File: config.mk
export PLATFORM = sky130hd
export DESIGN_NAME = ooo_core_top
export DESIGN_NICKNAME = d
export VERILOG_FILES = /design/src/verilog/ooo_pkg.sv /design/src/verilog/ooo_core_top.sv /design/src/verilog/alu_unit.sv /design/src/verilog/reservation_station.sv /design/src/verilog/reorder_buffer.sv /design/src/verilog/rename_table.sv /design/src/verilog/register_file.sv
export SDC_FILE = /design/constraint.sdc
export NUM_CORES = 2
export LEC_CHECK = 0
export CAP_MARGIN = 15
export CORE_MARGIN = 10
export CORE_UTILIZATION = 40
export CTS_CLUSTER_SIZE = 20
export DETAILED_ROUTE_END_ITERATION = 8
export DONT_BUFFER_PORTS = 1
export GPL_ROUTABILITY_DRIVEN = 0
export HOLD_SLACK_MARGIN = 0.06
export PLACE_DENSITY_LB_ADDON = 0.08
export SLEW_MARGIN = 10
export SYNTH_ARGS = -nofsm -noshare
export SYNTH_HDL_FRONTEND = slang
export SYNTH_HIERARCHICAL = 1
export SYNTH_SLANG_ARGS = --single-unit
File: constraint.sdc
create_clock -name clk -period 20.6 [get_ports clk]
set_input_delay 0 -clock clk [delete_from_list [all_inputs] [get_ports clk]]
set_output_delay 0 -clock clk [all_outputs]
set_load 0.03 [all_outputs]
File: src/verilog/ooo_pkg.sv
`default_nettype none

package ooo_pkg;

    localparam int xlen = 32;
    localparam int imm_len = 16;

    localparam int arch_regs = 16;
    localparam int reg_idx_len = 4;

    // tag 0 means the value sits in the register file
    localparam int rob_depth = 8;
    localparam int rob_tag_len = 4;

    localparam int rs_depth = 4;

    localparam int birthday_len = 6;
    localparam logic [birthday_len-1:0] max_birthday = '1;

    localparam int mul_cycles = 4;

    typedef enum logic [2:0] {
        op_add,
        op_sub,
        op_and,
        op_or,
        op_xor,
        op_sll,
        op_mul
    } alu_op_t;

    typedef struct packed {
        alu_op_t op;
        logic [reg_idx_len-1:0] rd;
        logic [reg_idx_len-1:0] rs1;
        logic [reg_idx_len-1:0] rs2;
        logic [imm_len-1:0] imm;
        // operand b comes from imm, rs2 is ignored
        logic use_imm;
    } dispatch_instr_t;

    typedef struct packed {
        logic [rob_tag_len-1:0] tag;
        logic ready;
    } map_entry_t;

    typedef struct packed {
        logic valid;
        logic [rob_tag_len-1:0] tag;
        logic [xlen-1:0] value;
    } cdb_t;

    typedef struct packed {
        logic valid;
        logic ready;
        logic rs1_ready;
        logic rs2_ready;
        logic [rob_tag_len-1:0] rs1_tag;
        logic [rob_tag_len-1:0] rs2_tag;
        logic [rob_tag_len-1:0] rd_tag;
        logic [xlen-1:0] rs1_value;
        logic [xlen-1:0] rs2_value;
        logic [birthday_len-1:0] birthday;
        alu_op_t op;
    } rs_entry_t;

    typedef struct packed {
        logic valid;
        logic [reg_idx_len-1:0] rd;
        logic [xlen-1:0] value;
    } retire_t;

endpackage

`default_nettype wire
File: src/verilog/ooo_core_top.sv
`default_nettype none
`timescale 1ns/100ps

module ooo_core_top (
    input  wire logic clk,
    input  wire logic reset,
    input  wire logic dispatch_valid,
    input  wire ooo_pkg::dispatch_instr_t dispatch_instr,
    output logic core_full,
    output ooo_pkg::retire_t retire
);

    ooo_pkg::map_entry_t rs1_map;
    ooo_pkg::map_entry_t rs2_map;
    ooo_pkg::cdb_t cdb;
    ooo_pkg::rs_entry_t issue_entry;
    logic [ooo_pkg::xlen-1:0] rf_rs1_value;
    logic [ooo_pkg::xlen-1:0] rf_rs2_value;
    logic [ooo_pkg::xlen-1:0] rs1_value;
    logic [ooo_pkg::xlen-1:0] rs2_value;
    logic [ooo_pkg::rob_tag_len-1:0] alloc_tag;
    logic rob_full;
    logic rs_full;
    logic exec_stall;

    assign core_full = rob_full || rs_full;

    register_file u_register_file (
        .clk       (clk),
        .reset     (reset),
        .rs1_idx   (dispatch_instr.rs1),
        .rs2_idx   (dispatch_instr.rs2),
        .rs1_value (rf_rs1_value),
        .rs2_value (rf_rs2_value),
        .retire    (retire)
    );

    rename_table u_rename_table (
        .clk            (clk),
        .reset          (reset),
        .dispatch_valid (dispatch_valid),
        .dispatch_instr (dispatch_instr),
        .alloc_tag      (alloc_tag),
        .cdb            (cdb),
        .retire         (retire),
        .rs1_map        (rs1_map),
        .rs2_map        (rs2_map)
    );

    reorder_buffer u_reorder_buffer (
        .clk            (clk),
        .reset          (reset),
        .dispatch_valid (dispatch_valid),
        .dispatch_instr (dispatch_instr),
        .rs1_map        (rs1_map),
        .rs2_map        (rs2_map),
        .rf_rs1_value   (rf_rs1_value),
        .rf_rs2_value   (rf_rs2_value),
        .cdb            (cdb),
        .alloc_tag      (alloc_tag),
        .rob_full       (rob_full),
        .rs1_value      (rs1_value),
        .rs2_value      (rs2_value),
        .retire         (retire)
    );

    reservation_station u_reservation_station (
        .clk            (clk),
        .reset          (reset),
        .dispatch_valid (dispatch_valid),
        .dispatch_instr (dispatch_instr),
        .alloc_tag      (alloc_tag),
        .rs1_map        (rs1_map),
        .rs2_map        (rs2_map),
        .rs1_value      (rs1_value),
        .rs2_value      (rs2_value),
        .cdb            (cdb),
        .exec_stall     (exec_stall),
        .rs_full        (rs_full),
        .issue_entry    (issue_entry)
    );

    alu_unit u_alu_unit (
        .clk         (clk),
        .reset       (reset),
        .issue_entry (issue_entry),
        .exec_stall  (exec_stall),
        .cdb         (cdb)
    );

endmodule

`default_nettype wire

File: src/verilog/alu_unit.sv
`default_nettype none
`timescale 1ns/100ps

module alu_unit (
    input  wire logic clk,
    input  wire logic reset,
    input  wire ooo_pkg::rs_entry_t issue_entry,
    output logic exec_stall,
    output ooo_pkg::cdb_t cdb
);

    logic [$clog2(ooo_pkg::mul_cycles):0] mul_count;
    logic [ooo_pkg::rob_tag_len-1:0] mul_tag;
    logic [ooo_pkg::xlen-1:0] mul_value;
    logic accept;

    function automatic logic [ooo_pkg::xlen-1:0] alu_result(
        input ooo_pkg::alu_op_t op,
        input logic [ooo_pkg::xlen-1:0] a,
        input logic [ooo_pkg::xlen-1:0] b
    );
        case (op)
            ooo_pkg::op_add: return a + b;
            ooo_pkg::op_sub: return a - b;
            ooo_pkg::op_and: return a & b;
            ooo_pkg::op_or:  return a | b;
            ooo_pkg::op_xor: return a ^ b;
            ooo_pkg::op_sll: return a << b[4:0];
            // low word of the product only
            ooo_pkg::op_mul: return a * b;
            default:         return '0;
        endcase
    endfunction

    // busy while a multiply counts down
    assign exec_stall = (mul_count != '0);
    assign accept = issue_entry.valid && !exec_stall;

    always_ff @(posedge clk) begin
        if (reset) begin
            cdb.valid <= 1'b0;
            mul_count <= '0;
        end else begin
            cdb.valid <= 1'b0;
            if (mul_count != '0) begin
                mul_count <= mul_count - 1'b1;
                if (mul_count == ($clog2(ooo_pkg::mul_cycles) + 1)'(1)) begin
                    cdb.valid <= 1'b1;
                    cdb.tag <= mul_tag;
                    cdb.value <= mul_value;
                end
            end else if (accept) begin
                if (issue_entry.op == ooo_pkg::op_mul) begin
                    mul_count <= ($clog2(ooo_pkg::mul_cycles) + 1)'(ooo_pkg::mul_cycles - 1);
                    mul_tag <= issue_entry.rd_tag;
                    mul_value <= alu_result(issue_entry.op, issue_entry.rs1_value,
                                            issue_entry.rs2_value);
                end else begin
                    cdb.valid <= 1'b1;
                    cdb.tag <= issue_entry.rd_tag;
                    cdb.value <= alu_result(issue_entry.op, issue_entry.rs1_value,
                                            issue_entry.rs2_value);
                end
            end
        end
    end

endmodule

`default_nettype wire

File: src/verilog/reservation_station.sv
`default_nettype none
`timescale 1ns/100ps

module reservation_station (
    input  wire logic clk,
    input  wire logic reset,
    input  wire logic dispatch_valid,
    input  wire ooo_pkg::dispatch_instr_t dispatch_instr,
    input  wire logic [ooo_pkg::rob_tag_len-1:0] alloc_tag,
    input  wire ooo_pkg::map_entry_t rs1_map,
    input  wire ooo_pkg::map_entry_t rs2_map,
    input  wire logic [ooo_pkg::xlen-1:0] rs1_value,
    input  wire logic [ooo_pkg::xlen-1:0] rs2_value,
    input  wire ooo_pkg::cdb_t cdb,
    input  wire logic exec_stall,
    output logic rs_full,
    output ooo_pkg::rs_entry_t issue_entry
);

    ooo_pkg::rs_entry_t slots [ooo_pkg::rs_depth];
    ooo_pkg::rs_entry_t candidate;
    logic [ooo_pkg::birthday_len-1:0] next_birthday;
    logic [ooo_pkg::birthday_len-1:0] oldest_birthday;
    logic [$clog2(ooo_pkg::rs_depth)-1:0] free_slot;
    logic [$clog2(ooo_pkg::rs_depth)-1:0] issue_slot;
    logic has_free;
    logic found_ready;
    logic accept;
    logic src1_ready;
    logic src2_ready;

    // incoming entry with operands already resolved
    always_comb begin
        src1_ready = (dispatch_instr.rs1 == '0) || (rs1_map.tag == '0) || rs1_map.ready;
        src2_ready = dispatch_instr.use_imm || (rs2_map.tag == '0) || rs2_map.ready;

        candidate.valid = 1'b1;
        candidate.ready = src1_ready && src2_ready;
        candidate.rs1_ready = src1_ready;
        candidate.rs2_ready = src2_ready;
        candidate.rs1_tag = rs1_map.tag;
        candidate.rs2_tag = dispatch_instr.use_imm ? '0 : rs2_map.tag;
        candidate.rd_tag = alloc_tag;
        candidate.rs1_value = rs1_value;
        if (dispatch_instr.use_imm) begin
            candidate.rs2_value = (ooo_pkg::xlen)'($signed(dispatch_instr.imm));
        end else begin
            candidate.rs2_value = rs2_value;
        end
        candidate.birthday = next_birthday;
        candidate.op = dispatch_instr.op;
    end

    // lowest free slot
    always_comb begin
        has_free = 1'b0;
        free_slot = '0;
        for (int i = ooo_pkg::rs_depth - 1; i >= 0; i--) begin
            if (!slots[i].valid) begin
                has_free = 1'b1;
                free_slot = i[$clog2(ooo_pkg::rs_depth)-1:0];
            end
        end
    end

    assign rs_full = !has_free;

    // oldest ready entry wins
    always_comb begin
        oldest_birthday = ooo_pkg::max_birthday;
        found_ready = 1'b0;
        issue_slot = '0;
        for (int i = 0; i < ooo_pkg::rs_depth; i++) begin
            if (slots[i].valid && slots[i].ready &&
                    (!found_ready || slots[i].birthday < oldest_birthday)) begin
                oldest_birthday = slots[i].birthday;
                issue_slot = i[$clog2(ooo_pkg::rs_depth)-1:0];
                found_ready = 1'b1;
            end
        end
    end

    always_comb begin
        issue_entry = slots[issue_slot];
        issue_entry.valid = found_ready;
        issue_entry.ready = found_ready;
    end

    assign accept = found_ready && !exec_stall;

    always_ff @(posedge clk) begin
        if (reset) begin
            for (int i = 0; i < ooo_pkg::rs_depth; i++) begin
                slots[i].valid <= 1'b0;
            end
            next_birthday <= '0;
        end else begin
            // both sources may match one broadcast
            for (int i = 0; i < ooo_pkg::rs_depth; i++) begin
                if (cdb.valid && slots[i].valid) begin
                    if (!slots[i].rs1_ready && slots[i].rs1_tag == cdb.tag) begin
                        slots[i].rs1_value <= cdb.value;
                        slots[i].rs1_ready <= 1'b1;
                    end
                    if (!slots[i].rs2_ready && slots[i].rs2_tag == cdb.tag) begin
                        slots[i].rs2_value <= cdb.value;
                        slots[i].rs2_ready <= 1'b1;
                    end
                    slots[i].ready <= (slots[i].rs1_ready || slots[i].rs1_tag == cdb.tag) &&
                                      (slots[i].rs2_ready || slots[i].rs2_tag == cdb.tag);
                end
            end

            if (accept) begin
                slots[issue_slot].valid <= 1'b0;
            end

            if (dispatch_valid && has_free) begin
                slots[free_slot] <= candidate;
                next_birthday <= next_birthday + 1'b1;
            end
        end
    end

endmodule

`default_nettype wire

File: src/verilog/reorder_buffer.sv
`default_nettype none
`timescale 1ns/100ps

module reorder_buffer (
    input  wire logic clk,
    input  wire logic reset,
    input  wire logic dispatch_valid,
    input  wire ooo_pkg::dispatch_instr_t dispatch_instr,
    input  wire ooo_pkg::map_entry_t rs1_map,
    input  wire ooo_pkg::map_entry_t rs2_map,
    input  wire logic [ooo_pkg::xlen-1:0] rf_rs1_value,
    input  wire logic [ooo_pkg::xlen-1:0] rf_rs2_value,
    input  wire ooo_pkg::cdb_t cdb,
    output logic [ooo_pkg::rob_tag_len-1:0] alloc_tag,
    output logic rob_full,
    output logic [ooo_pkg::xlen-1:0] rs1_value,
    output logic [ooo_pkg::xlen-1:0] rs2_value,
    output ooo_pkg::retire_t retire
);

    logic [ooo_pkg::reg_idx_len-1:0] rd_mem [ooo_pkg::rob_depth];
    logic [ooo_pkg::xlen-1:0] value_mem [ooo_pkg::rob_depth];
    logic [ooo_pkg::rob_depth-1:0] done;
    logic [$clog2(ooo_pkg::rob_depth)-1:0] head;
    logic [$clog2(ooo_pkg::rob_depth)-1:0] tail;
    logic [ooo_pkg::rob_tag_len-1:0] count;
    logic head_cdb_hit;
    logic head_retire;

    // tags are slot index + 1
    function automatic logic [$clog2(ooo_pkg::rob_depth)-1:0] slot_of(
        input logic [ooo_pkg::rob_tag_len-1:0] tag
    );
        logic [ooo_pkg::rob_tag_len-1:0] diff;
        diff = tag - 1'b1;
        return diff[$clog2(ooo_pkg::rob_depth)-1:0];
    endfunction

    function automatic logic [ooo_pkg::xlen-1:0] resolve(
        input ooo_pkg::map_entry_t src,
        input logic [ooo_pkg::xlen-1:0] rf_value
    );
        if (src.tag == '0) begin
            return rf_value;
        end else if (cdb.valid && cdb.tag == src.tag) begin
            return cdb.value;
        end
        return value_mem[slot_of(src.tag)];
    endfunction

    assign alloc_tag = (ooo_pkg::rob_tag_len)'(tail) + 1'b1;
    assign rob_full = (count == (ooo_pkg::rob_tag_len)'(ooo_pkg::rob_depth));

    always_comb begin
        rs1_value = resolve(rs1_map, rf_rs1_value);
        rs2_value = resolve(rs2_map, rf_rs2_value);
    end

    // head may retire straight off the bus
    assign head_cdb_hit = cdb.valid && slot_of(cdb.tag) == head;
    assign head_retire = (count != '0) && (done[head] || head_cdb_hit);

    always_ff @(posedge clk) begin
        if (dispatch_valid) begin
            rd_mem[tail] <= dispatch_instr.rd;
        end
        if (cdb.valid) begin
            value_mem[slot_of(cdb.tag)] <= cdb.value;
        end
    end

    always_ff @(posedge clk) begin
        if (reset) begin
            head <= '0;
            tail <= '0;
            count <= '0;
            done <= '0;
            retire.valid <= 1'b0;
        end else begin
            retire.valid <= head_retire;
            if (cdb.valid) begin
                done[slot_of(cdb.tag)] <= 1'b1;
            end
            if (head_retire) begin
                retire.rd <= rd_mem[head];
                retire.value <= done[head] ? value_mem[head] : cdb.value;
                done[head] <= 1'b0;
                head <= head + 1'b1;
            end
            if (dispatch_valid) begin
                done[tail] <= 1'b0;
                tail <= tail + 1'b1;
            end

            case ({dispatch_valid, head_retire})
                2'b10: count <= count + 1'b1;
                2'b01: count <= count - 1'b1;
                default: count <= count;
            endcase
        end
    end

endmodule

`default_nettype wire

File: src/verilog/rename_table.sv
`default_nettype none
`timescale 1ns/100ps

module rename_table (
    input  wire logic clk,
    input  wire logic reset,
    input  wire logic dispatch_valid,
    input  wire ooo_pkg::dispatch_instr_t dispatch_instr,
    input  wire logic [ooo_pkg::rob_tag_len-1:0] alloc_tag,
    input  wire ooo_pkg::cdb_t cdb,
    input  wire ooo_pkg::retire_t retire,
    output ooo_pkg::map_entry_t rs1_map,
    output ooo_pkg::map_entry_t rs2_map
);

    ooo_pkg::map_entry_t map [ooo_pkg::arch_regs];

    // retirement follows allocation order, so the retiring tag is tracked here
    logic [ooo_pkg::rob_tag_len-1:0] retire_tag;

    function automatic ooo_pkg::map_entry_t lookup(
        input logic [ooo_pkg::reg_idx_len-1:0] idx
    );
        ooo_pkg::map_entry_t entry;
        entry = map[idx];
        // same-cycle broadcast counts as ready
        if (cdb.valid && entry.tag != '0 && cdb.tag == entry.tag) begin
            entry.ready = 1'b1;
        end
        return entry;
    endfunction

    always_comb begin
        rs1_map = lookup(dispatch_instr.rs1);
        rs2_map = lookup(dispatch_instr.rs2);
    end

    always_ff @(posedge clk) begin
        if (reset) begin
            for (int i = 0; i < ooo_pkg::arch_regs; i++) begin
                map[i] <= '0;
            end
            retire_tag <= (ooo_pkg::rob_tag_len)'(1);
        end else begin
            for (int i = 0; i < ooo_pkg::arch_regs; i++) begin
                if (cdb.valid && map[i].tag != '0 && map[i].tag == cdb.tag) begin
                    map[i].ready <= 1'b1;
                end
            end

            if (retire.valid) begin
                if (retire_tag == (ooo_pkg::rob_tag_len)'(ooo_pkg::rob_depth)) begin
                    retire_tag <= (ooo_pkg::rob_tag_len)'(1);
                end else begin
                    retire_tag <= retire_tag + 1'b1;
                end
                // only clear if no younger writer has taken the register
                if (map[retire.rd].tag == retire_tag) begin
                    map[retire.rd] <= '0;
                end
            end

            // new mapping wins over a retire clear of the same register
            if (dispatch_valid && dispatch_instr.rd != '0) begin
                map[dispatch_instr.rd].tag <= alloc_tag;
                map[dispatch_instr.rd].ready <= 1'b0;
            end
        end
    end

endmodule

`default_nettype wire

File: src/verilog/register_file.sv
`default_nettype none
`timescale 1ns/100ps

module register_file (
    input  wire logic clk,
    input  wire logic reset,
    input  wire logic [ooo_pkg::reg_idx_len-1:0] rs1_idx,
    input  wire logic [ooo_pkg::reg_idx_len-1:0] rs2_idx,
    output logic [ooo_pkg::xlen-1:0] rs1_value,
    output logic [ooo_pkg::xlen-1:0] rs2_value,
    input  wire ooo_pkg::retire_t retire
);

    logic [ooo_pkg::xlen-1:0] regs [ooo_pkg::arch_regs];

    // r0 reads as zero
    assign rs1_value = (rs1_idx == '0) ? '0 : regs[rs1_idx];
    assign rs2_value = (rs2_idx == '0) ? '0 : regs[rs2_idx];

    always_ff @(posedge clk) begin
        if (reset) begin
            for (int i = 0; i < ooo_pkg::arch_regs; i++) begin
                regs[i] <= '0;
            end
        end else if (retire.valid && retire.rd != '0) begin
            regs[retire.rd] <= retire.value;
        end
    end

endmodule

`default_nettype wire

==> results.yml <==
global_routing:
  grt_max_degree: 171
  grt_pass1_vias: 64700
  grt_usage: 0.255
  grt.overflow.total: 0
  antenna_found_initial: 20
  grt_first_pass_wirelength_mm: 468
sta:
  finalMaxSlewViolations: 0
  hold_viol_final: 0
  hold_slack_ns: 0.109
  setup_viol: 0
  min_period_over_period: 0.688
  maxSlewHeadroom: 0.0195
  rsz0062_at_grt: "false"
  skew_ns: 0.0641
  worst_pin_slew_ns: 1.47
  final.min_clock_period_ns: 14.17
  setup_tns_ns: 0
  max_freq_mhz: 70.6
route:
  vias: 63100
  viasPerCell: 5.98
  wirelength_mm: 325
  first_pass_iters: 6
  drtIter0Drc: 6723
  ant_nets: 0
  post_drt_wl_per_cell_um: 30.9
  drc_errors: 0
final_layout:
  finalNetCount: 8085
  multi_input_area_um2: 47900
  nFillCells: 20900
  final_cell_mix: "edfxtp_1 (1285), nand2_1 (791), and2_1 (550)"
  syn_to_final_growth_pct: 9.17
  mostFrequentLayoutCell: "edfxtp_1"
  regArea_um2: 39900
  fin_cells: 10500
  drive_above_1_share: 0.160
clock_network:
  htree_levels: 4
  cts_root_buf: "clkbuf_16"
  cts_resized: 0
  clk_latency_ns: 0.83
  cts_num_sinks: 1349
  clk_pin_slew_ns: 0.06
  clock_path_buffers: 3
  hold_buffers: 46
  cts_tree: "yes"
  postCtsSetupBuffers: 0
  cts_made_buffers: 159
critical_path:
  slowest_stage: "clkinv_1"
  arrival_ns: 14.71
  crit_path_max_incr_delay_ns: 0.88
  end_kind: "flop"
  critical_path.most_common_cell: "fa_1"
  reg2reg_setup_slack_ns: 6.43
  critPathRequiredTime_ns: 21.13
  critPathKind: "reg2reg"
  worstRegToRegCells: 50
  startpoint_type: "flop"
  crit_path_max_fanout: 39
floorplan:
  io_pins: 73
  die_area_um2: 249000
  die_h_um: 499
  start_util: 0.403
  die_w_um: 499
  coreArea_um2: 228000
  std_cell_rows: 175
status:
  status: "complete, no violations"
place:
  placed_cells: 10200
  dp_hpwl_mm: 209
  portBuffers: 0
logic_synthesis:
  syn_area_um2: 91700
  syn_inst: 7595
  ys_warn_count: 6
  synth.avg_cell_area_um2: 12.1
run:
  drv_cap: 0
worst_hold_path:
  hold_class: "in2reg"
  hold_depth: 3
-- sequential cells by signal, summed over array words and instances (netlist names), 8 cells and up, named ones only --
name,cells
u_alu_unit/cdb,37
u_reorder_buffer/done,8
u_reorder_buffer/rd_mem,32
u_reservation_station/slots,356
u_register_file/regs,481
u_rename_table/map,80
u_reorder_buffer/value_mem,256
u_reorder_buffer/retire,37
u_alu_unit/mul_value,32
-- final timing paths --
check / from / endpoint
worst min register to register: u_reservation_station/slots[2][85]$_DFF_P_ / u_reservation_station/slots[2][85]$_DFF_P_
worst max-delay path: u_reservation_station/slots[0][88]$_SDFFE_PP1P_ / u_alu_unit/mul_value[31]$_DFFE_PP_
worst max register to register: u_reservation_station/slots[0][88]$_SDFFE_PP1P_ / u_alu_unit/mul_value[31]$_DFFE_PP_
worst min-delay path: dispatch_instr[23] / u_reservation_station/slots[2][81]$_DFFE_PP_
-- stage by stage --
stage | util | setup WS [ns] | cell area [um^2]
after floorplan | - | 7.88 | 91700
after global placement | 0.415 | 6.62 | 94500
after detailed placement | 0.415 | 6.57 | 94500
after CTS | 0.439 | 6.44 | 100000
after global routing | 0.440 | 5.56 | 100000
final | 0.440 | 6.43 | 100000
-- area by class of cell --
class,instances,share of cell area
antenna,20,0.000500
clock buffer,199,0.0415
clock inverter,85,0.00905
inverter,524,0.0196
multi-input combinational,5174,0.478
sequential,1349,0.398
tap,3009,0.0376
timing repair buffer,185,0.0155
-- layer usage --
metal | routed length [um] | vias up | GRT usage
li1 | - | 26900 | -
met5 | 26 | - | 0
met2 | 150000 | 2667 | 0.404
met1 | 140000 | 32900 | 0.354
met3 | 22300 | 560 | 0.0379
met4 | 12900 | 4 | 0.0949
-- critical path: cells and delay by family, from the launching register on --
kind	cells	cell delay [ns]
multiplexers	1	0.28
flip-flops	1	0.47
AND/OR/NAND/NOR	8	1.98
adder cells (fa/ha/maj)	12	4.91
AO/OA/AOI/OAI	20	3.82
XOR/XNOR	1	0.14
buffers and inverters	8	2.22
Power is left out: the tool's default activity adds up to more than one toggle a clock period on the data nets, which glitch-free logic cannot reach.
